===== config.mk =====
export PLATFORM = sky130hd
export DESIGN_NAME = bank_router
export DESIGN_NICKNAME = d
export VERILOG_FILES = /design/src/logic/dcache_pkg.sv /design/src/logic/bank_router.sv
export SDC_FILE = /design/constraint.sdc
export NUM_CORES = 1
export LEC_CHECK = 0
export BUFFER_PORTS_ARGS = -buffer_cell sky130_fd_sc_hd__buf_2
export CAP_MARGIN = 20
export CORE_AREA = 2 2 39 41
export DETAILED_ROUTE_END_ITERATION = 10
export DIE_AREA = 0 0 41 43
export GPL_TIMING_DRIVEN = 0
export PLACE_DENSITY = 0.78
export RECOVER_POWER = 100
export SLEW_MARGIN = 10
export SYNTH_ARGS = -nofsm -noshare
export SYNTH_HDL_FRONTEND = slang
export SYNTH_SLANG_ARGS = --single-unit

===== constraint.sdc =====
create_clock -name vclk -period 1.3
set_input_delay 0.13 -clock vclk [all_inputs]
set_output_delay 0.13 -clock vclk [all_outputs]
set_load 0.02 [all_outputs]

===== src/logic/dcache_pkg.sv =====
// Shared cache geometry, address split and bank state encoding
package dcache_pkg;

    // Word address and data widths
    localparam int addr_bits = 16;
    localparam int data_bits = 16;
    localparam int byte_lanes = data_bits / 8;

    // Words per line
    localparam int offset_bits = 2;
    localparam int line_words = 2 ** offset_bits;

    // Bank select taken from the lowest index bits
    localparam int bank_bits = 1;
    localparam int num_banks = 2 ** bank_bits;

    // Lines held by each bank
    localparam int set_bits = 5;
    localparam int bank_lines = 2 ** set_bits;
    localparam int bank_words = bank_lines * line_words;

    // Remaining upper bits form the tag
    localparam int tag_bits = addr_bits - offset_bits - bank_bits - set_bits;

    // Field positions inside a word address
    // Layout is tag | set | bank | offset
    localparam int bank_lo = offset_bits;
    localparam int set_lo = offset_bits + bank_bits;
    localparam int tag_lo = set_lo + set_bits;

    // Bank sequencing
    typedef enum logic [2:0] {
        idle,
        lookup,
        flush,
        fill,
        respond
    } bank_state_t;

endpackage

===== src/logic/bank_router.sv =====
// Processor access steering to one cache bank
// Read data and ack return from the addressed bank
module bank_router (
    input  logic [dcache_pkg::addr_bits-1:0]                         addr,
    input  logic                                                     access,
    output logic [dcache_pkg::num_banks-1:0]                         bank_access,
    input  logic [dcache_pkg::num_banks-1:0]                         bank_ack,
    input  logic [dcache_pkg::num_banks-1:0][dcache_pkg::data_bits-1:0] bank_rdata,
    output logic [dcache_pkg::data_bits-1:0]                         rdata,
    output logic                                                     ack
);

    logic [dcache_pkg::bank_bits-1:0] bank_sel;
    logic [dcache_pkg::num_banks-1:0] bank_hot;

    // Lowest index bits pick the bank
    assign bank_sel = addr[dcache_pkg::bank_lo +: dcache_pkg::bank_bits];

    // One-hot decode of the bank number
    assign bank_hot = {{(dcache_pkg::num_banks-1){1'b0}}, 1'b1} << bank_sel;

    // Only the addressed bank sees the strobe
    assign bank_access = access ? bank_hot : '0;

    // Return path from that same bank
    // Addr is held until ack so the select is stable
    assign rdata = bank_rdata[bank_sel];
    assign ack = bank_ack[bank_sel];

endmodule


# Yosys cells after proc, flatten, opt, wreduce, memory -nomap -nowiden
# Cells that the tools add are included.
[word_totals] ff_bits=0 inputBits=51 output_inout_bits=19 wordCells=7
[classes] n_lt_le_gt_ge=1 shifts=1 mux=5
[ops] cell="$mux W16" count=2
[ops] cell="$lt A1 B2 Y1 const B" count=1
[ops] cell="$mux W1" count=2
[ops] cell="$mux W2" count=1
[ops] cell="$shl A1 B1 Y2 const A" count=1

# Logic depth before layout (Yosys ltp)
# Gate-level depths: netlist of the first run.
[logic_depth] word_depth=2 ltp_mapped=3 depth_no_buf=1

# Worst setup path after synthesis of the first run
# No wires, ideal clock.
[synth_path] kind="input -> output" from="input port addr[2] (netlist name)" to="output port rdata[10] (netlist name)" t_arrival_ns=0.719 required_time_ns=1.170 slack_ns=0.451 stages=3 n_path_buf=2 cell_sequence="buf_6 buf_12 mux2_4"
[synth_between] elab_chain_len=2
[synth_lines] element="from (decl)" line="bank_router.sv:4" text="input logic [dcache_pkg::addr_bits-1:0] addr,"
[synth_lines] element="$mux W16 (implied by the code) (2 in series)" line="bank_router.sv:27" text="assign rdata = bank_rdata[bank_sel];"
[synth_lines] element="to (decl)" line="bank_router.sv:9" text="output logic [dcache_pkg::data_bits-1:0] rdata,"
# Every way passes these cells. The select of a mux whose other input is x is not followed.

# Final worst setup path of the first run
[layout_path] from="input port addr[2] (netlist name)" to="output port rdata[11] (netlist name)"
# Same word-level chain as after synthesis.

==> summary.txt, run 1 <==
Layout
  – Layout Nets: 128
  – Filler Cell Count: 147
  – Seq cells: 0
  – Fin area: 538 um2
  – Layout Cells excl Fill: 91
  – Ratio of cells with drive above 1 in the final layout: 0.773
  – Clk_buf instances: 0
  – Util after Layout: 0.389
  – Area Growth Syn to Fin: 100%
  – ANT cells: 0
  – Reg area: 0 um2

Yosys
  – Synth unique cells: 6
  – Most instantiated cells after synthesis: mux2_2 (9), mux2_4 (8)
  – Area contributors post-synth: mux2_4 (45%), mux2_2 (38%), buf_12 (7.4%)
  – Gate Count Post-Synth: 21
  – Syn Nets: 72
  – Most frequent cell after synthesis: mux2_2
  – Synth warn: 0
  – Top-area cell type share of the netlist area: 0.447
  – Mean Syn Cell Area: between 10 and 15 um2
  – Mapped cell area: 269 um2
  – Register area share after synthesis: 0
  – Largest area contributor in the netlist: mux2_4

Placed design
  – Dpl cells: 91
  – Dpl ws: between 0.3 and 0.4 ns
  – Gp weighted congestion: roughly 0.67
  – Area post-placement: 559 um2
  – Hpwl dp: 783 um
  – Buffers on Ports: 54

STA
  – Slew margin rel.: 0.829
  – RSZ-0062 raised after global routing: false
  – Slew Limit Fails: 0
  – Peak Freq: 994 MHz
  – Measured slew at the worst slew-check pin: between 0.2 and 0.3 ns
  – Tcrit/Tclk final: 0.774
  – Final setup vio count: 0
  – Setup WS post-layout: 0.294 ns
  – Setup TNS: 0 ns
  – Fin crit period: 1.01 ns
  – Final Hold Vio Count: 0

Floorplanning
  – Die extent in x: 41 um
  – I/O pins: 70
  – Row count: 14
  – Die Area: around 1800 um2
  – Core area: 1380 um2
  – Initial Utilization: 0.194
  – Chip height: 43 um

Setup path
  – Crit path DAT: 0.88 ns
  – CP endpoint kind: output pin
  – WS Path Type: in -> out
  – Crit start category: input port
  – Crit path required time: 1.17 ns
  – CP max FO: 10

GRT
  – Largest net degree at the start of global routing: 11
  – All-Layer GR Usage: 0.0849
  – First-pass GRT wire length: 1100 um
  – Vias in the first global route: 317
  – Grt ovf: 0
  – Initial antenna violation count: 0

Power and ir drop
  – Sequential power share: 0
  – Worst VDD drop: 0.143 mV
  – Clock power share: 0
  – Internal power component: about 110 uW
  – Sw frac: 0.486
  – Cell Pwr Density: 414 nW/um2
  – Lkg Pwr: 0.000291 uW
  – Psw: around 110 uW
  – Comb power frac: 1.000

Clock tree
  – Setup Fix Bufs, Post-CTS: 0
  – CTS resizes: 0
  – Post-CTS Hold Buffers: 0

Routing
  – Vias: ~390
  – Vias per std cell: roughly 4.3
  – DR WL/cell: approximately 9 um
  – Post-route ant nets: 0
  – DR DRC count: 0
  – First-pass detailed-route iteration total: 1
  – Routed wire length: just over 800 um
  – Iter 0 DRT Violations: 0

Run
  – Max-Cap Viols: 0

Worst hold path
  – WHS Path Cells: 3
  – Hold WC Path Type: in -> out

Status
  – Status: completed
## cells by family (layout without fill, tap and decap cells)
kind of cell,after synthesis,after routing,share of synthesized area
buffers and inverters,2,56,0.116
multiplexers,17,17,0.823
AND/OR/NAND/NOR,2,2,0.0605
## cell type report
class              instances  area, um2  area share
multi-input cells         19        238       0.442
well taps                 16       20.0      0.0372
repair buffers            54        249       0.463
plain buffers              2       31.3      0.0581
## power by group through the flow
stage          clock [uW]  combinational (uW)  sequential, uW
6_report                0                 222               0
5_1_grt                 0                 242               0
4_1_cts                 0                 236               0
3_5_place_dp            0                 236               0
3_3_place_gp            0                 231               0
2_1_floorplan           0                 143               0
## placed cells by master (no fill, tap or decap)
cell type,n
buf_2,37
mux2_4,8
buf_6,1
and2b_2,1
and2_2,1
buf_12,1
mux2_2,9
clkbuf_1,17
## worst max-delay path: stages
cell,delay (ns)
buf_6,0.12
buf_12,0.14
mux2_4,0.30
clkbuf_1,0.17
## path summary, 6_finish.rpt
path                           from        end
worst min-delay path  bank_rdata[3]   rdata[3]
worst max-delay path        addr[2]  rdata[11]
## stage by stage
stage | hold WS [ns] | power (uW)
2_1_floorplan | 0.419 | 143
3_3_place_gp | 0.601 | 231
3_5_place_dp | 0.604 | 236
4_1_cts | 0.605 | 236
5_1_grt | 0.619 | 242
6_report | 0.604 | 222
## per-layer routing
layer / part of all wire / wire length, um / up-vias / GRT usage
li1: - / - / 186 / -
met1: 0.28 / 229 / 156 / 0.0665
met2: 0.50 / 409 / 45 / 0.197
met3: 0.21 / 171 / 0 / 0.00524
met4: 0 / 0 / 0 / 0
met5: 0 / 0 / - / 0
(Power assumes the default switching activity.)
==> inputs of run 2 (changes only) <==
CORE_AREA = default   (was 2 2 39 41)
CORE_UTILIZATION = 20   (was default)
DIE_AREA = default   (was 0 0 41 43)
PLACE_DENSITY = 0.81   (was 0.78)
clock period = 0.8 ns   (was 1.3 ns; I/O delays follow)
==> run 2 against run 1 <==
The run now ends with negative setup slack left. Largest cell class unchanged. Final area grew 35%. Via count is 4.9% higher. Combinational power grew 130%. Global-route usage rose by 5.5 points. Non-clock buffer count up 2. Core utilization up 23 points. Sequential cell count unchanged. Largest power group unchanged. First-iteration DRC count is the same. Final cell count did not move.
==> summary.txt, run 2 (synthesis results as in run 1) <==
Status
  – Status: finished with violations
  – Failing checks: negative setup slack

Layout
  – Most common cell after layout, fill and taps aside: buf_2
  – Seq cells: 0
  – Reg area: 0 um2
  – Commonest cells after routing, fill and taps aside: buf_2 (35), mux2_4 (13), buf_6 (13)
  – Layout Cells excl Fill: 91
  – ANT cells: 0
  – Layout Nets: 130
  – Ratio of cells with drive above 1 in the final layout: 1.00
  – Area Growth Syn to Fin: 170%
  – Clk_buf instances: 0

GRT
  – All-Layer GR Usage: 0.140
  – Vias in the first global route: 400
  – First-pass GRT wire length: 1490 um
  – Largest net degree at the start of global routing: 7
  – Grt ovf: 0
  – Initial antenna violation count: 0

STA
  – Fin crit period: 0.841 ns
  – Slew margin rel.: 0.917
  – Tcrit/Tclk final: 1.05
  – Measured slew at the worst slew-check pin: 0.125 ns
  – Peak Freq: 1190 MHz
  – Final setup vio count: 13
  – Slew Limit Fails: 0
  – Final Hold Vio Count: 0
  – RSZ-0062 raised after global routing: true
  – Setup WS post-layout: -0.0414 ns

Setup path
  – Slowest-stage cell, CP: mux2_4
  – WS Path Type: in -> out
  – CP cell instances: bufbuf_16 > mux2_4 > buf_6
  – Crit path DAT: 0.76 ns
  – CP max FO: 5
  – Crit path buf inv count: 2
  – CP max stage delay: 0.30 ns
  – Crit start category: input port
  – Worst path top cell family by delay: buffers and inverters
  – CP endpoint kind: output pin
  – Crit path required time: 0.72 ns

Routing
  – DR WL/cell: 11.9 um
  – Iter 0 DRT Violations: 0
  – Routed wire length: 1080 um
  – Vias: 406
  – Post-route ant nets: 0
  – Vias per std cell: 4.46
  – First-pass detailed-route iteration total: 1
  – DR DRC count: 0

Floorplanning
  – I/O pins: 70
  – Die extent in x: 38.7 um
  – Row count: 12
  – Chip height: 38.7 um
  – Initial Utilization: 0.230
  – Core area: 1170 um2
  – Die Area: 1500 um2

Placed design
  – Dpl cells: 89
  – Buffers on Ports: 54
  – Hpwl dp: 790 um
  – Gp weighted congestion: 0.665
  – Dpl ws: -0.101 ns

Run
  – Max-Cap Viols: 0

Worst hold path
  – Hold WC Path Type: in -> out

Power and ir drop
  – Cell Pwr Density: about 710 nW/um2
  – Worst VDD drop: slightly above 0.3 mV
  – Lkg Pwr: 0.000423 uW

Clock tree
  – Post-CTS Hold Buffers: 0
-- run 2: cell count changes in the layout (fill, tap and decap cells not counted), moves of 2 or more --
cell,change
buf_2,-2
clkbuf_1,-17
mux2_2,-5
mux2_4,+5
buf_6,+12
clkbuf_2,+6
-- run 2: routing by layer --
metal / track usage / wire, um
met3: 0.0116 / 143
met4: 0 / 0
met2: 0.325 / 591
met1: 0.128 / 345
met5: 0 / 0
-- run 2: final cells by class --
class                      count  area [um2]
fill                          94         445
tap                           14        17.5
buffer                         2        40.0
multi-input combinational     19         256
timing repair buffer          56         412
-- run 2: worst paths after layout --
kind / startpoint / end / slack [ns] / cells past startpoint
worst max-delay path: addr[2] / rdata[5] / -0.04 / 3
worst min-delay path: bank_rdata[24] / rdata[8] / 0.47 / 3
-- run 2: where the power goes --
group | leakage [uW] | total (uW) | switching (uW) | internal (uW)
Combinational | 0.000423 | 513 | 199 | 313
Sequential | 0 | 0 | 0 | 0
Clock | 0 | 0 | 0 | 0
-- run 2: timing repair --
item                                   CTS  global route
setup endpoints to repair                8            13
resized for setup                       34             0
cloned                                   2             0
endpoints found under the hold margin    0             0
setup buffers                            0             0
-- run 2: through the flow --
stage / hold slack (ns) / TNS (ns) / total power [uW] / instance area, um2 / utilization
2_1_floorplan: 0.319 / 0 / 233 / 269 / -
3_3_place_gp: 0.500 / -0.616 / 373 / 557 / 0.475
3_5_place_dp: 0.501 / -0.727 / 382 / 557 / 0.475
5_1_grt: 0.477 / -0.583 / 539 / 726 / 0.620
6_report: 0.469 / -0.454 / 513 / 726 / 0.620
4_1_cts: 0.471 / -0.459 / 513 / 726 / 0.620
==> inputs of run 3 (changes only) <==
BUFFER_PORTS_ARGS = default   (was -buffer_cell sky130_fd_sc_hd__buf_2)
CORE_AREA = 2 2 39 41   (was default)
CORE_UTILIZATION = default   (was 20)
DIE_AREA = 0 0 41 43   (was default)
DONT_BUFFER_PORTS = 1   (was default)
PLACE_DENSITY = default   (was 0.81)
==> run 3 against run 2 <==
The flow now finishes without violations. First-iteration DRC count did not move. Non-clock buffer count fell by 56. Worst setup slack gained 0.072 ns. Fmax rose by 9.3%. Count of clock-buffer cells in the layout is the same. Total power decreased by 55%. Global-route usage shrank 6.6 points. Largest cell class is now multi-input gates.
==> summary.txt, run 3 (synthesis results as in run 1) <==
Status
  – Status: completed

Routing
  – DR DRC count: 0
  – Iter 0 DRT Violations: 0
  – Routed wire length: roughly 740 um
  – First-pass detailed-route iteration total: 1
  – Vias per std cell: 5.70
  – Vias: 211
  – DR WL/cell: 20.0 um
  – Post-route ant nets: 0

GRT
  – First-pass GRT wire length: 841 um
  – Vias in the first global route: 224
  – All-Layer GR Usage: 0.0739
  – Initial antenna violation count: 0
  – Largest net degree at the start of global routing: 11
  – Grt ovf: 0

Power and ir drop
  – Tot Pwr: 231 uW
  – Worst VDD drop: 0.145 mV
  – Cell Pwr Density: slightly above 800 nW/um2
  – Lkg Pwr: about 0.00013 uW

Floorplanning
  – Chip height: between 40 and 50 um
  – I/O pins: 70
  – Row count: 14
  – Core area: 1380 um2
  – Die Area: between 1500 and 2000 um2
  – Initial Utilization: 0.194
  – Die extent in x: around 41 um

Layout
  – Layout Nets: between 70 and 80
  – Filler Cell Count: 150
  – Multi-input gate area: 235 um2
  – Layout Cells excl Fill: 37
  – Most common cell after layout, fill and taps aside: mux2_1
  – Util after Layout: 0.207
  – Ratio of cells with drive above 1 in the final layout: 0.476
  – Clk_buf instances: 0
  – Seq cells: 0
  – Commonest cells after routing, fill and taps aside: mux2_1 (9), mux2_4 (8)
  – ANT cells: 0
  – Reg area: 0 um2
  – Area Growth Syn to Fin: 6.51%

Setup path
  – Crit path DAT: 0.69 ns
  – Slowest-stage cell, CP: mux2_4
  – WS Path Type: in -> out
  – Crit path buf inv count: 2
  – Crit path required time: 0.72 ns
  – Crit start category: input port
  – CP max stage delay: between 0.3 and 0.4 ns
  – CP cell instances: buf_6 > buf_12 > mux2_4
  – Worst path top cell family by delay: multiplexers
  – CP max FO: 10
  – CP endpoint kind: output pin

Run
  – Max-Cap Viols: 0

STA
  – Final Hold Vio Count: 0
  – Slew Limit Fails: 0
  – Fin crit period: 0.770 ns
  – Hold_ws: approximately 0.32 ns
  – Slew margin rel.: 0.855
  – Peak Freq: 1300 MHz
  – Measured slew at the worst slew-check pin: 0.218 ns
  – Final setup vio count: 0
  – Tcrit/Tclk final: 0.962
  – RSZ-0062 raised after global routing: false
  – Setup TNS: 0 ns

Clock tree
  – CTS resizes: 0
  – Post-CTS Hold Buffers: 0
  – Setup Fix Bufs, Post-CTS: 0

Placed design
  – Gp weighted congestion: 0.694
  – Dpl cells: 37
  – Buffers on Ports: 0

Worst hold path
  – Hold WC Path Type: in -> out
[run 3: cell count changes in the layout (fill, tap and decap cells not counted), sizes merged]
cell / change
buf: -49
clkbuf: -6
bufbuf: -1
[run 3: path summary, 6_finish.rpt]
kind | from | endpoint | slack, ns | cells past startpoint
min | bank_rdata[22] | rdata[6] | 0.32 | 1
max | addr[2] | rdata[14] | 0.03 | 3
[run 3: layer usage]
metal  GRT usage  share of wire  vias to the layer above
li1            -              -                       78
met3           0           0.23                        2
met2       0.203           0.59                       55
met1      0.0127           0.15                       76
met5           0              0                        -
met4      0.0333          0.034                        0
[run 3: final cells by class]
class / instances / share of cell area
multi-input combinational: 19 / 0.821
buffer: 2 / 0.109
tap: 16 / 0.0699
[run 3: per-stage QoR]
| stage | instance area [um2] | setup slack [ns] |
|---|---|---|
| 2_1_floorplan | 269 | 0.0512 |
| 3_3_place_gp | 289 | 0.0339 |
| 3_5_place_dp | 289 | 0.0287 |
| 4_1_cts | 289 | 0.0287 |
| 5_1_grt | 287 | 0.00158 |
| 6_report | 287 | 0.0303 |
[run 3: power breakdown]
group | switching, uW | total (uW) | leakage [uW] | internal, uW
Sequential | 0 | 0 | 0 | 0
Combinational | 139 | 231 | 0.000125 | 92.6
Clock | 0 | 0 | 0 | 0
Total | 139 | 231 | 0.000125 | 92.6
