===== config.mk =====
export PLATFORM = sky130hd
export DESIGN_NAME = dcache_bank
export DESIGN_NICKNAME = d
export VERILOG_FILES = /design/src/logic/dcache_pkg.sv /design/src/logic/dcache_bank.sv /design/src/logic/dual_port_ram.sv
export SDC_FILE = /design/constraint.sdc
export NUM_CORES = 2
export LEC_CHECK = 0
export BUFFER_PORTS_ARGS = -buffer_cell sky130_fd_sc_hd__buf_2
export CAP_MARGIN = 20
export CELL_PAD_IN_SITES_DETAIL_PLACEMENT = 0
export CELL_PAD_IN_SITES_GLOBAL_PLACEMENT = 1
export CORE_MARGIN = 2
export CORE_UTILIZATION = 53
export DETAILED_ROUTE_END_ITERATION = 8
export PLACE_DENSITY = 0.89
export SYNTH_ARGS = -nofsm -noshare
export SYNTH_HDL_FRONTEND = slang
export SYNTH_SLANG_ARGS = --single-unit
export TNS_END_PERCENT = 5

===== constraint.sdc =====
create_clock -name clk -period 4.8 [get_ports clk]
set_clock_uncertainty 0.1 [all_clocks]
set_input_delay 0.24 -clock clk [delete_from_list [all_inputs] [get_ports clk]]
set_output_delay 0.24 -clock clk [all_outputs]
set_load 0.005 [all_outputs]

===== src/logic/dcache_pkg.sv =====
// Shared cache geometry, address split and bank state encoding
package dcache_pkg;

    // Word address and data widths
    localparam int addr_bits = 16;
    localparam int data_bits = 16;
    localparam int byte_lanes = data_bits / 8;

    // Words per line
    localparam int offset_bits = 2;
    localparam int line_words = 2 ** offset_bits;

    // Bank select taken from the lowest index bits
    localparam int bank_bits = 1;
    localparam int num_banks = 2 ** bank_bits;

    // Lines held by each bank
    localparam int set_bits = 5;
    localparam int bank_lines = 2 ** set_bits;
    localparam int bank_words = bank_lines * line_words;

    // Remaining upper bits form the tag
    localparam int tag_bits = addr_bits - offset_bits - bank_bits - set_bits;

    // Field positions inside a word address
    // Layout is tag | set | bank | offset
    localparam int bank_lo = offset_bits;
    localparam int set_lo = offset_bits + bank_bits;
    localparam int tag_lo = set_lo + set_bits;

    // Bank sequencing
    typedef enum logic [2:0] {
        idle,
        lookup,
        flush,
        fill,
        respond
    } bank_state_t;

endpackage

===== src/logic/dcache_bank.sv =====
// One direct-mapped write-back cache bank
// Tag, valid, dirty and line RAMs with flush and fill sequencing
module dcache_bank (
    input  logic                               clk,
    input  logic                               reset,
    // Processor side, held until ack
    input  logic [dcache_pkg::addr_bits-1:0]   addr,
    input  logic [dcache_pkg::data_bits-1:0]   wdata,
    input  logic                               wr_en,
    input  logic [dcache_pkg::byte_lanes-1:0]  bytesel,
    input  logic                               access,
    output logic [dcache_pkg::data_bits-1:0]   rdata,
    output logic                               ack,
    // Backend word transfers
    output logic [dcache_pkg::addr_bits-1:0]   m_addr,
    output logic [dcache_pkg::data_bits-1:0]   m_wdata,
    output logic                               m_access,
    output logic                               m_wr_en,
    input  logic [dcache_pkg::data_bits-1:0]   m_rdata,
    input  logic                               m_ack
);

    dcache_pkg::bank_state_t state, next_state;

    logic [dcache_pkg::set_bits-1:0]    set_idx;
    logic [dcache_pkg::set_bits-1:0]    sweep_idx;
    logic [dcache_pkg::tag_bits-1:0]    req_tag;
    logic [dcache_pkg::tag_bits-1:0]    tag_q;
    logic [dcache_pkg::tag_bits-1:0]    victim_tag;
    logic [dcache_pkg::offset_bits-1:0] word_idx;
    logic [dcache_pkg::offset_bits-1:0] word_sel;
    logic [dcache_pkg::data_bits-1:0]   line_q;
    logic [dcache_pkg::data_bits-1:0]   flush_q;
    logic valid_q;
    logic dirty_q;
    logic hit;
    logic victim_dirty;
    logic write_hit;
    logic start_fill;
    logic sweeping;
    logic last_word;

    // Address fields of the current request
    assign set_idx = addr[dcache_pkg::set_lo +: dcache_pkg::set_bits];
    assign req_tag = addr[dcache_pkg::tag_lo +: dcache_pkg::tag_bits];

    // Lookup result from RAM outputs
    assign hit = valid_q && (tag_q == req_tag);
    assign victim_dirty = valid_q && dirty_q;
    assign write_hit = (state == dcache_pkg::lookup) && hit && wr_en;
    assign last_word = (word_idx == dcache_pkg::offset_bits'(dcache_pkg::line_words - 1));

    // New tag, valid and clean are written when the fill begins
    // so that the lookup after the fill reads them back settled
    assign start_fill = ((state == dcache_pkg::lookup) && !hit && !victim_dirty) ||
                        ((state == dcache_pkg::flush) && m_ack && last_word);

    // Flush reads one word ahead so the next word is ready after each ack
    assign word_sel = ((state == dcache_pkg::flush) && m_ack) ? word_idx + 1'b1 : word_idx;

    dual_port_ram #(.words(dcache_pkg::bank_lines), .width(dcache_pkg::tag_bits)) tag_ram (
        .clk(clk),
        .addr_a(set_idx), .wr_en_a(1'b0), .wdata_a('0), .be_a('0), .q_a(tag_q),
        .addr_b(set_idx), .wr_en_b(start_fill), .wdata_b(req_tag), .q_b()
    );

    // Port b shared by the reset sweep and fill
    dual_port_ram #(.words(dcache_pkg::bank_lines), .width(1)) valid_ram (
        .clk(clk),
        .addr_a(set_idx), .wr_en_a(1'b0), .wdata_a(1'b0), .be_a(1'b0), .q_a(valid_q),
        .addr_b(sweeping ? sweep_idx : set_idx), .wr_en_b(sweeping || start_fill),
        .wdata_b(!sweeping), .q_b()
    );

    // Set by write hits, cleared by fill
    dual_port_ram #(.words(dcache_pkg::bank_lines), .width(1)) dirty_ram (
        .clk(clk),
        .addr_a(set_idx), .wr_en_a(write_hit), .wdata_a(1'b1), .be_a(1'b1), .q_a(dirty_q),
        .addr_b(set_idx), .wr_en_b(start_fill), .wdata_b(1'b0), .q_b()
    );

    // Port a for processor hits, port b for line transfers
    dual_port_ram #(.words(dcache_pkg::bank_words), .width(dcache_pkg::data_bits)) line_ram (
        .clk(clk),
        .addr_a({set_idx, addr[dcache_pkg::offset_bits-1:0]}), .wr_en_a(write_hit),
        .wdata_a(wdata), .be_a(bytesel), .q_a(line_q),
        .addr_b({set_idx, word_sel}), .wr_en_b((state == dcache_pkg::fill) && m_ack),
        .wdata_b(m_rdata), .q_b(flush_q)
    );

    // Clear every valid bit after reset, one set per cycle
    always_ff @(posedge clk or posedge reset) begin
        if (reset) begin
            sweeping <= 1'b1;
            sweep_idx <= '0;
        end else if (sweeping) begin
            sweep_idx <= sweep_idx + 1'b1;
            if (&sweep_idx)
                sweeping <= 1'b0;
        end
    end

    always_comb begin
        next_state = state;
        case (state)
            // Hold off new accesses during the sweep
            dcache_pkg::idle:
                if (access && !sweeping)
                    next_state = dcache_pkg::lookup;
            dcache_pkg::lookup:
                if (hit)
                    next_state = dcache_pkg::respond;
                else if (victim_dirty)
                    next_state = dcache_pkg::flush;
                else
                    next_state = dcache_pkg::fill;
            dcache_pkg::flush:
                if (m_ack && last_word)
                    next_state = dcache_pkg::fill;
            // Back to lookup which now hits
            dcache_pkg::fill:
                if (m_ack && last_word)
                    next_state = dcache_pkg::lookup;
            dcache_pkg::respond:
                next_state = dcache_pkg::idle;
            default:
                next_state = dcache_pkg::idle;
        endcase
    end

    always_ff @(posedge clk or posedge reset) begin
        if (reset) begin
            state <= dcache_pkg::idle;
            word_idx <= '0;
        end else begin
            state <= next_state;
            // Wraps to zero at the end of each burst
            if (m_ack && m_access)
                word_idx <= word_idx + 1'b1;
        end
    end

    // Old tag kept for the writeback address
    always_ff @(posedge clk) begin
        if (state == dcache_pkg::lookup)
            victim_tag <= tag_q;
    end

    // Request held across flush and fill as one burst
    assign m_access = (state == dcache_pkg::flush) || (state == dcache_pkg::fill);
    assign m_wr_en = (state == dcache_pkg::flush);
    assign m_wdata = flush_q;
    assign m_addr = {(state == dcache_pkg::flush) ? victim_tag : req_tag,
                     addr[dcache_pkg::tag_lo-1:dcache_pkg::offset_bits], word_idx};

    assign ack = (state == dcache_pkg::respond);
    // Zero except for a read ack
    assign rdata = (ack && !wr_en) ? line_q : '0;

endmodule


===== src/logic/dual_port_ram.sv =====
// Two-port synchronous RAM, byte enables on port a
module dual_port_ram #(
    parameter int words = 128,
    parameter int width = 16
) (
    input  logic                       clk,
    // Port a with per-byte write enable
    input  logic [$clog2(words)-1:0]   addr_a,
    input  logic                       wr_en_a,
    input  logic [width-1:0]           wdata_a,
    input  logic [(width+7)/8-1:0]     be_a,
    output logic [width-1:0]           q_a,
    // Port b writes the whole word
    input  logic [$clog2(words)-1:0]   addr_b,
    input  logic                       wr_en_b,
    input  logic [width-1:0]           wdata_b,
    output logic [width-1:0]           q_b
);

    logic [width-1:0] mem [words];

    // Writes from both ports, port b last
    always_ff @(posedge clk) begin
        if (wr_en_a) begin
            for (int i = 0; i < width; i++) begin
                // Each bit follows the enable of its byte
                if (be_a[i / 8])
                    mem[addr_a][i] <= wdata_a[i];
            end
        end
        if (wr_en_b)
            mem[addr_b] <= wdata_b;
    end

    // One cycle read latency on both ports
    // Read during write returns the old word
    always_ff @(posedge clk) begin
        q_a <= mem[addr_a];
        q_b <= mem[addr_b];
    end

endmodule


Word-level counts from Yosys, hierarchy flattened
Memories as Yosys holds them, arrays and structs flattened. A register that Yosys moved wholly into a read port is not among the register bits.
Cells that the tools add are included.
{"block": "totals", "wordCells": 75, "mem_bits_rw": 2368, "mem_bits_ro": 0, "input_bits": 55, "output_inout_bits": 51, "latch_bits": 0, "regBits": 19, "mem_count": 4}
{"memory": "line_ram.mem", "words": 128, "width": 16, "rd": 2, "rd_ports_with_merged_regs": 2, "wr": 1, "line": "dual_port_ram.sv:20", "rtl": "logic [width-1:0] mem [words];"}
{"memory": "tag_ram.mem", "words": 32, "width": 8, "rd": 1, "rd_ports_with_merged_regs": 1, "wr": 1, "line": "dual_port_ram.sv:20"}
{"memory": "dirty_ram.mem", "words": 32, "width": 1, "rd": 1, "rd_ports_with_merged_regs": 1, "wr": 1, "line": "dual_port_ram.sv:20"}
{"memory": "valid_ram.mem", "words": 32, "width": 1, "rd": 1, "rd_ports_with_merged_regs": 1, "wr": 1, "line": "dual_port_ram.sv:20"}
{"block": "classes", "n_reduce_logical": 24, "n_mul": 0, "div": 0, "bitwise_logic": 1, "mux": 30, "magnitude_cmp": 0, "shifts": 0, "n_eq_ne": 9, "n_addsub": 2}
{"operator": "2-to-1 mux 16 bit", "n": 2}
{"operator": "2-to-1 mux 1 bit", "n": 18}
{"operator": "OR reduction 16 bit", "n": 1}
{"operator": "logical AND 1 bit", "n": 13}
{"operator": "2-to-1 mux 3 bit", "n": 4}
{"operator": "one-hot mux 3 bit (4 select lines)", "n": 1}
{"operator": "== test 8 bit", "n": 1}
{"operator": "2-to-1 mux 8 bit", "n": 1}
{"operator": "2-to-1 mux 7 bit", "n": 1}
{"operator": "== test 3 x 2 -> 1 bit (second input constant)", "n": 2}
{"operator": "adder 5 x 1 -> 5 bit (second input constant)", "n": 1}
{"operator": "2-to-1 mux 5 bit", "n": 1}
{"operator": "AND reduction 5 bit", "n": 1}
{"operator": "zero test 1 bit", "n": 4}
{"operator": "2-to-1 mux 2 bit", "n": 2}
{"operator": "!= test 2 x 1 -> 1 bit (second input constant)", "n": 2}
{"operator": "== test 3 x 1 -> 1 bit (second input constant)", "n": 1}
{"operator": "== test 3 bit (second input constant)", "n": 1}
{"operator": "zero test 3 bit", "n": 1}
{"operator": "logical OR 1 bit", "n": 3}
{"operator": "AND reduction 3 bit", "n": 1}
{"operator": "adder 2 x 1 -> 2 bit (second input constant)", "n": 1}
{"operator": "== test 2 bit (second input constant)", "n": 1}
{"operator": "!= test 2 bit (second input constant)", "n": 1}
{"operator": "OR 1 bit", "n": 1}

Logic depth before layout (Yosys ltp)
{"block": "depth", "ltp_word": 9, "ltp_mapped": 14, "depth_no_buf": 8}

Modules after synthesis
A second synthesis with hierarchy kept.
{"block": "hier_totals", "cells_unflattened": 13070, "hier_area_um2": 147196.2}
{"mod": "dual_port_ram (line_ram)", "cells_per_inst": 11263, "instances": 1, "area_per_inst_um2": 124752.1, "seq_area_each_um2": 62139.6}
{"mod": "dual_port_ram (tag_ram)", "cells_per_inst": 1211, "instances": 1, "area_per_inst_um2": 16020.4, "seq_area_each_um2": 8007.7}
{"mod": "dual_port_ram (dirty_ram ...)", "cells_per_inst": 238, "instances": 2, "area_per_inst_um2": 2575.0, "seq_area_each_um2": 1001.0}
{"mod": "dcache_bank", "cells_per_inst": 120, "instances": 1, "area_per_inst_um2": 1273.7, "seq_area_each_um2": 516.7}

Worst setup path before layout
No wires, ideal clock.
{"block": "synth_timing", "path_type": "register -> register", "startpoint": "register tag_ram.q_a[3] (read register of tag_ram.mem)", "endpoint": "memory valid_ram.mem[10], enable pin", "period_less_slack_ns": 3.434, "required_ns": 4.437, "stages_incl_launch_ff": 10, "setup_slack_ns": 1.366, "arrival_ns": 3.071, "n_path_buf": 1, "setup_time_ns": 0.263, "path_cell_list": "dfxtp_1 xor2_1 nor4_1 nand4_1 a32oi_1 or2_2 clkbuf_1 nor3b_1 a31oi_1 nor2_1"}
{"block": "synth_between", "elab_chain_cells": 9}
{"element": "from (decl)", "line": "dual_port_ram.sv:12", "rtl": "output logic [width-1:0] q_a,"}
{"element": "== test 8 bit", "line": "dcache_bank.sv:48", "rtl": "assign hit = valid_q && (tag_q == req_tag);"}
{"element": "logical AND 1 bit", "line": "dcache_bank.sv:48"}
{"element": "zero test 1 bit", "line": "dcache_bank.sv:55", "rtl": "assign start_fill = ((state == dcache_pkg::lookup) && !hit && !victim_dirty) ||"}
{"element": "logical AND 1 bit (2 in series)", "line": "dcache_bank.sv:55"}
{"element": "logical OR 1 bit", "line": "dcache_bank.sv:55"}
{"element": "logical OR 1 bit", "line": "dcache_bank.sv:71", "rtl": ".addr_b(sweeping ? sweep_idx : set_idx), .wr_en_b(sweeping || start_fill),"}
{"element": "2-to-1 mux 1 bit", "line": "dual_port_ram.sv:31", "rtl": "if (wr_en_b)"}
{"element": "2-to-1 mux 1 bit (implied by the code)", "line": "dual_port_ram.sv:32", "rtl": "mem[addr_b] <= wdata_b;"}
{"element": "to (decl)", "line": "dual_port_ram.sv:20"}
No other way between the ends.

Worst setup path after layout
{"block": "layout_timing", "startpoint": "register tag_ram.q_a[4] (read register of tag_ram.mem)", "endpoint": "memory line_ram.mem[108][14], enable pin"}
{"block": "layout_between", "elab_chain_cells": 7}
{"element": "== test 8 bit", "line": "dcache_bank.sv:48"}
{"element": "logical AND 1 bit", "line": "dcache_bank.sv:48"}
{"element": "logical AND 1 bit (2 in series)", "line": "dcache_bank.sv:50", "rtl": "assign write_hit = (state == dcache_pkg::lookup) && hit && wr_en;"}
{"element": "2-to-1 mux 1 bit", "line": "dual_port_ram.sv:24", "rtl": "if (wr_en_a) begin"}
{"element": "2-to-1 mux 1 bit (implied by the code)", "line": "dual_port_ram.sv:28", "rtl": "mem[addr_a][i] <= wdata_a[i];"}
{"element": "2-to-1 mux 2 bit (no source line)"}
{"element": "to (decl)", "line": "dual_port_ram.sv:20"}
No other way between the ends.

==> results_dict.tcl <==
set metrics [dict create \
    cts_made_buffers 229 \
    path_clk_slew_ns 0.06 \
    endpoint_kind "flip-flop" \
    post-route-drc-count 0 \
    die_w_um 458.0 \
    ys_seq_area_frac 0.6633 \
    synth_top_family_by_area "multiplexers" \
    critical_path_class "reg -> reg" \
    nNetsFinal 7242 \
    htreeDepth 4 \
    syn_area_um2 109200 \
    synthFlopType "edfxtp_1" \
    ir_drop_mv 0.5330 \
    cp_max_fo 16 \
    setup-tns-final_ns 0 \
    grt_start_max_net_pins 133 \
    clock_path_buffers 3 \
    status "completed" \
    cp.required_ns 5.21 \
    synth_edf_count 2376 \
    grt_util_all_layers 0.3363 \
    crit_top_cell "nand2_1" \
    grt_overflow 0 \
    drive_above_1_share 0.2165 \
    r2r_slack_ns 0.15 \
    holdWs_ns 0.02620 \
    hold_viol_final 0 \
    firstDrtPassIters 7 \
    hold_path_class "in -> reg" \
    synth_simple_gate_area_frac 0.08431 \
    r2r_start "tag_ram.q_a[4]" \
    drv_slew 0 \
    cp_num_cells 10 \
    clock.fmax_mhz 214.8 \
    slew_headroom 0.1955 \
    gp_congestion 1.021 \
    synth_compound_area_frac 0.06094 \
    reg2reg_depth 10 \
    pre_cts_slack_ns 0.4545 \
    dpl.hpwl_mm 235.3 \
    muxShareOfSynthArea 0.1665 \
    leakage_nw 39.42 \
    die_area_um2 209800 \
    ys_types 61 \
    power_density_nw_per_um2 485.3 \
    cp.arrival_ns 5.07 \
    drtIter0Drc 13300 \
    cp_slowest_cell "nor2_1" \
    core_area_um2 204800 \
    synth_async_sr_flop_share 0.004529 \
    worst_slew_pin_slew_ns 1.207 \
    setup_slack_ns 0.1454 \
    cp-startpoint "tag_ram.q_a[4]" \
    power_mw 59.27 \
    vias 73110 \
    cts_resized 0 \
    cts_root_buf "clkbuf_16" \
    ios 106 \
    r2r-end "line_ram.mem[108][14]" \
    fp.dieH_um 458.0 \
    n_fill_cell 14450 \
    rsz0062_at_grt "no" \
    synth_cells 7015 \
    port_buffers 103 \
    wire_per_inst_um 35.48 \
    min_path_cells 3 \
    fin_crit_sh 0.9697 \
    antenna_found_initial 24 \
    clk_latency_ns 0.92 \
    wirelength_mm 358.2 \
    start_util 0.5334 \
    fin_crit_ns 4.655 \
    syn2layout_area_growth_pct 11.81 \
    critical-path-top-delay-family "simple AND/OR/NAND/NOR gates" \
    ys_seq_elements 2429 \
    setup_viol 0 \
    viasPerCell 7.240 \
    max_cap_viol_count 0 \
    crit_chain "xor2_1 -> nor4_1 -> dlygate4sd3_1 -> nand4_1 -> nor3_1 -> nand2_1 -> o22ai_1 -> nand2_1 -> buf_4 -> nor2_1" \
    cts_sinks 2429 \
    synth_xor_area_frac 0.001111 \
    core.rowCount 166 \
    crit_path_end "line_ram.mem[108][14]" \
    max_stage_delay_ns 0.75 \
    antenna_left 0 \
    synthAdderAreaFrac 0.0003436 \
    worst-path-buf-inv 2 \
    cts_tree "built" \
    start_kind "flip-flop" \
    syn_avg_cell_area_um2 15.57 \
    grt_pass1_vias 70250 \
    syn_nets 7073 \
    grt_first_pass_wirelength_mm 505.9 \
    yosys_warnings 0 \
]
==> state kept, by name, indices dropped and copies added (netlist names) <==
| register | flops |
|---|---|
| line_ram.mem | 2048 |
| tag_ram.mem | 256 |
| dirty_ram.mem | 32 |
| valid_ram.mem | 32 |
| line_ram.q_a | 16 |
| line_ram.q_b | 16 |
| tag_ram.q_a | 8 |
| victim_tag | 8 |
| sweep_idx | 5 |
| state | 3 |
| word_idx | 2 |
| dirty_ram.q_a | 1 |
| sweeping | 1 |
| valid_ram.q_a | 1 |
==> cell families (layout without fill, tap and decap cells) <==
logic type / Yosys count / after routing
AO/OA/AOI/OAI: 857 / 857
buffers and inverters: 565 / 939
flip-flops: 2429 / 2429
adder cells (fa/ha/maj): 3 / 3
other: 0 / 21
AND/OR/NAND/NOR: 2227 / 2227
XOR/XNOR: 13 / 13
multiplexers: 921 / 921
==> stage by stage <==
stage	util	instances	area (µm²)
3_5_place_dp	0.5572	9619	114100
2_1_floorplan	-	7015	109200
5_1_grt	0.5963	10090	122100
3_3_place_gp	0.5571	9617	114100
4_1_cts	0.5957	10070	122000
6_report	0.5964	10100	122100
==> placed cells by master, fill, tap and decap left out, drive strengths merged, types with 38 or more instances in the layout <==
cell type	synthesis	final
a32oi	137	137
edfxtp	2376	2376
a22o	41	41
a221oi	252	252
dfxtp	42	42
clkbuf	263	287
and3	46	46
o22ai	38	38
a22oi	99	99
a31oi	206	206
nor2	395	395
clkinv	0	109
nand3	367	367
buf	291	474
nand2	1320	1320
mux4	714	714
mux2i	177	177
==> power breakdown <==
part / switching [mW] / internal, mW
clock network: 8.25 / 10.4
logic: 11.5 / 4.36
registers: 0.338 / 24.5
total: 20.1 / 39.2
==> synthesized netlist by cell type (21+ instances only) <==
master / n / area (µm²)
and3_1: 46 / 287.8
clkbuf_1: 262 / 983.4
mux2i_1: 177 / 1772
buf_2: 213 / 1066
nand4_1: 28 / 175.2
nand2b_1: 21 / 131.4
a22o_1: 41 / 359.1
mux4_2: 714 / 16080
edfxtp_1: 2376 / 71350
a31oi_1: 206 / 1289
dfxtp_1: 42 / 840.8
buf_4: 31 / 232.7
a22oi_1: 99 / 743.2
mux2_2: 29 / 326.6
a32oi_1: 137 / 1200
buf_1: 40 / 150.1
a221oi_1: 252 / 2207
o22ai_1: 38 / 237.7
nand2_1: 1320 / 4955
nand3_1: 367 / 1837
nor2_1: 394 / 1479
==> cell type report <==
class	count	area, µm²	area share
antenna	21	52.55	0.0004302
clock buffer	287	6138	0.05026
clock inverter	149	1595	0.01306
inverter	11	41.29	0.0003380
multi-input combinational	4021	34420	0.2818
sequential	2429	72470	0.5933
tap	2688	3363	0.02754
timing repair buffer	492	4071	0.03333
==> worst reg2reg max path: cells and delay by family, from the launching register on <==
family | cells | cell delay (ns)
DFF | 1 | 0.47
buffers and inverters | 2 | 0.89
and+or+nand+nor | 6 | 2.34
xor gates and xnor gates | 1 | 0.12
AOI/OAI and AO/OA | 1 | 0.37
==> per-layer routing <==
| layer | GRT usage | part of all wire | up-vias |
|---|---|---|---|
| met5 | 0 | 0.00047 | - |
| met2 | 0.5044 | 0.45 | 6820 |
| met1 | 0.4270 | 0.32 | 36460 |
| met4 | 0.2019 | 0.076 | 22 |
| li1 | - | - | 28590 |
| met3 | 0.1128 | 0.16 | 1217 |
==> repair_timing <==
| item | 4_1_cts | 5_1_grt |
|---|---|---|
| endpoints found under the hold margin | 274 | 9 |
| hold buffers | 16 | 2 |
| setup buffers | 0 | 0 |
==> worst min-delay path by stage <==
stage	startpoint	slack [ns]	endpoint
finish	wdata[5]	0.03	line_ram.mem[56][5]
global route	addr[7]	0.05	line_ram.q_a[8]
CTS	addr[7]	0.006	line_ram.q_a[8]
detailed placement	reset	0.28	sweep_idx[0]
global placement	reset	0.27	sweep_idx[0]
floorplan	reset	-0.008	state[0]
Power figures use the tool's default switching activity.
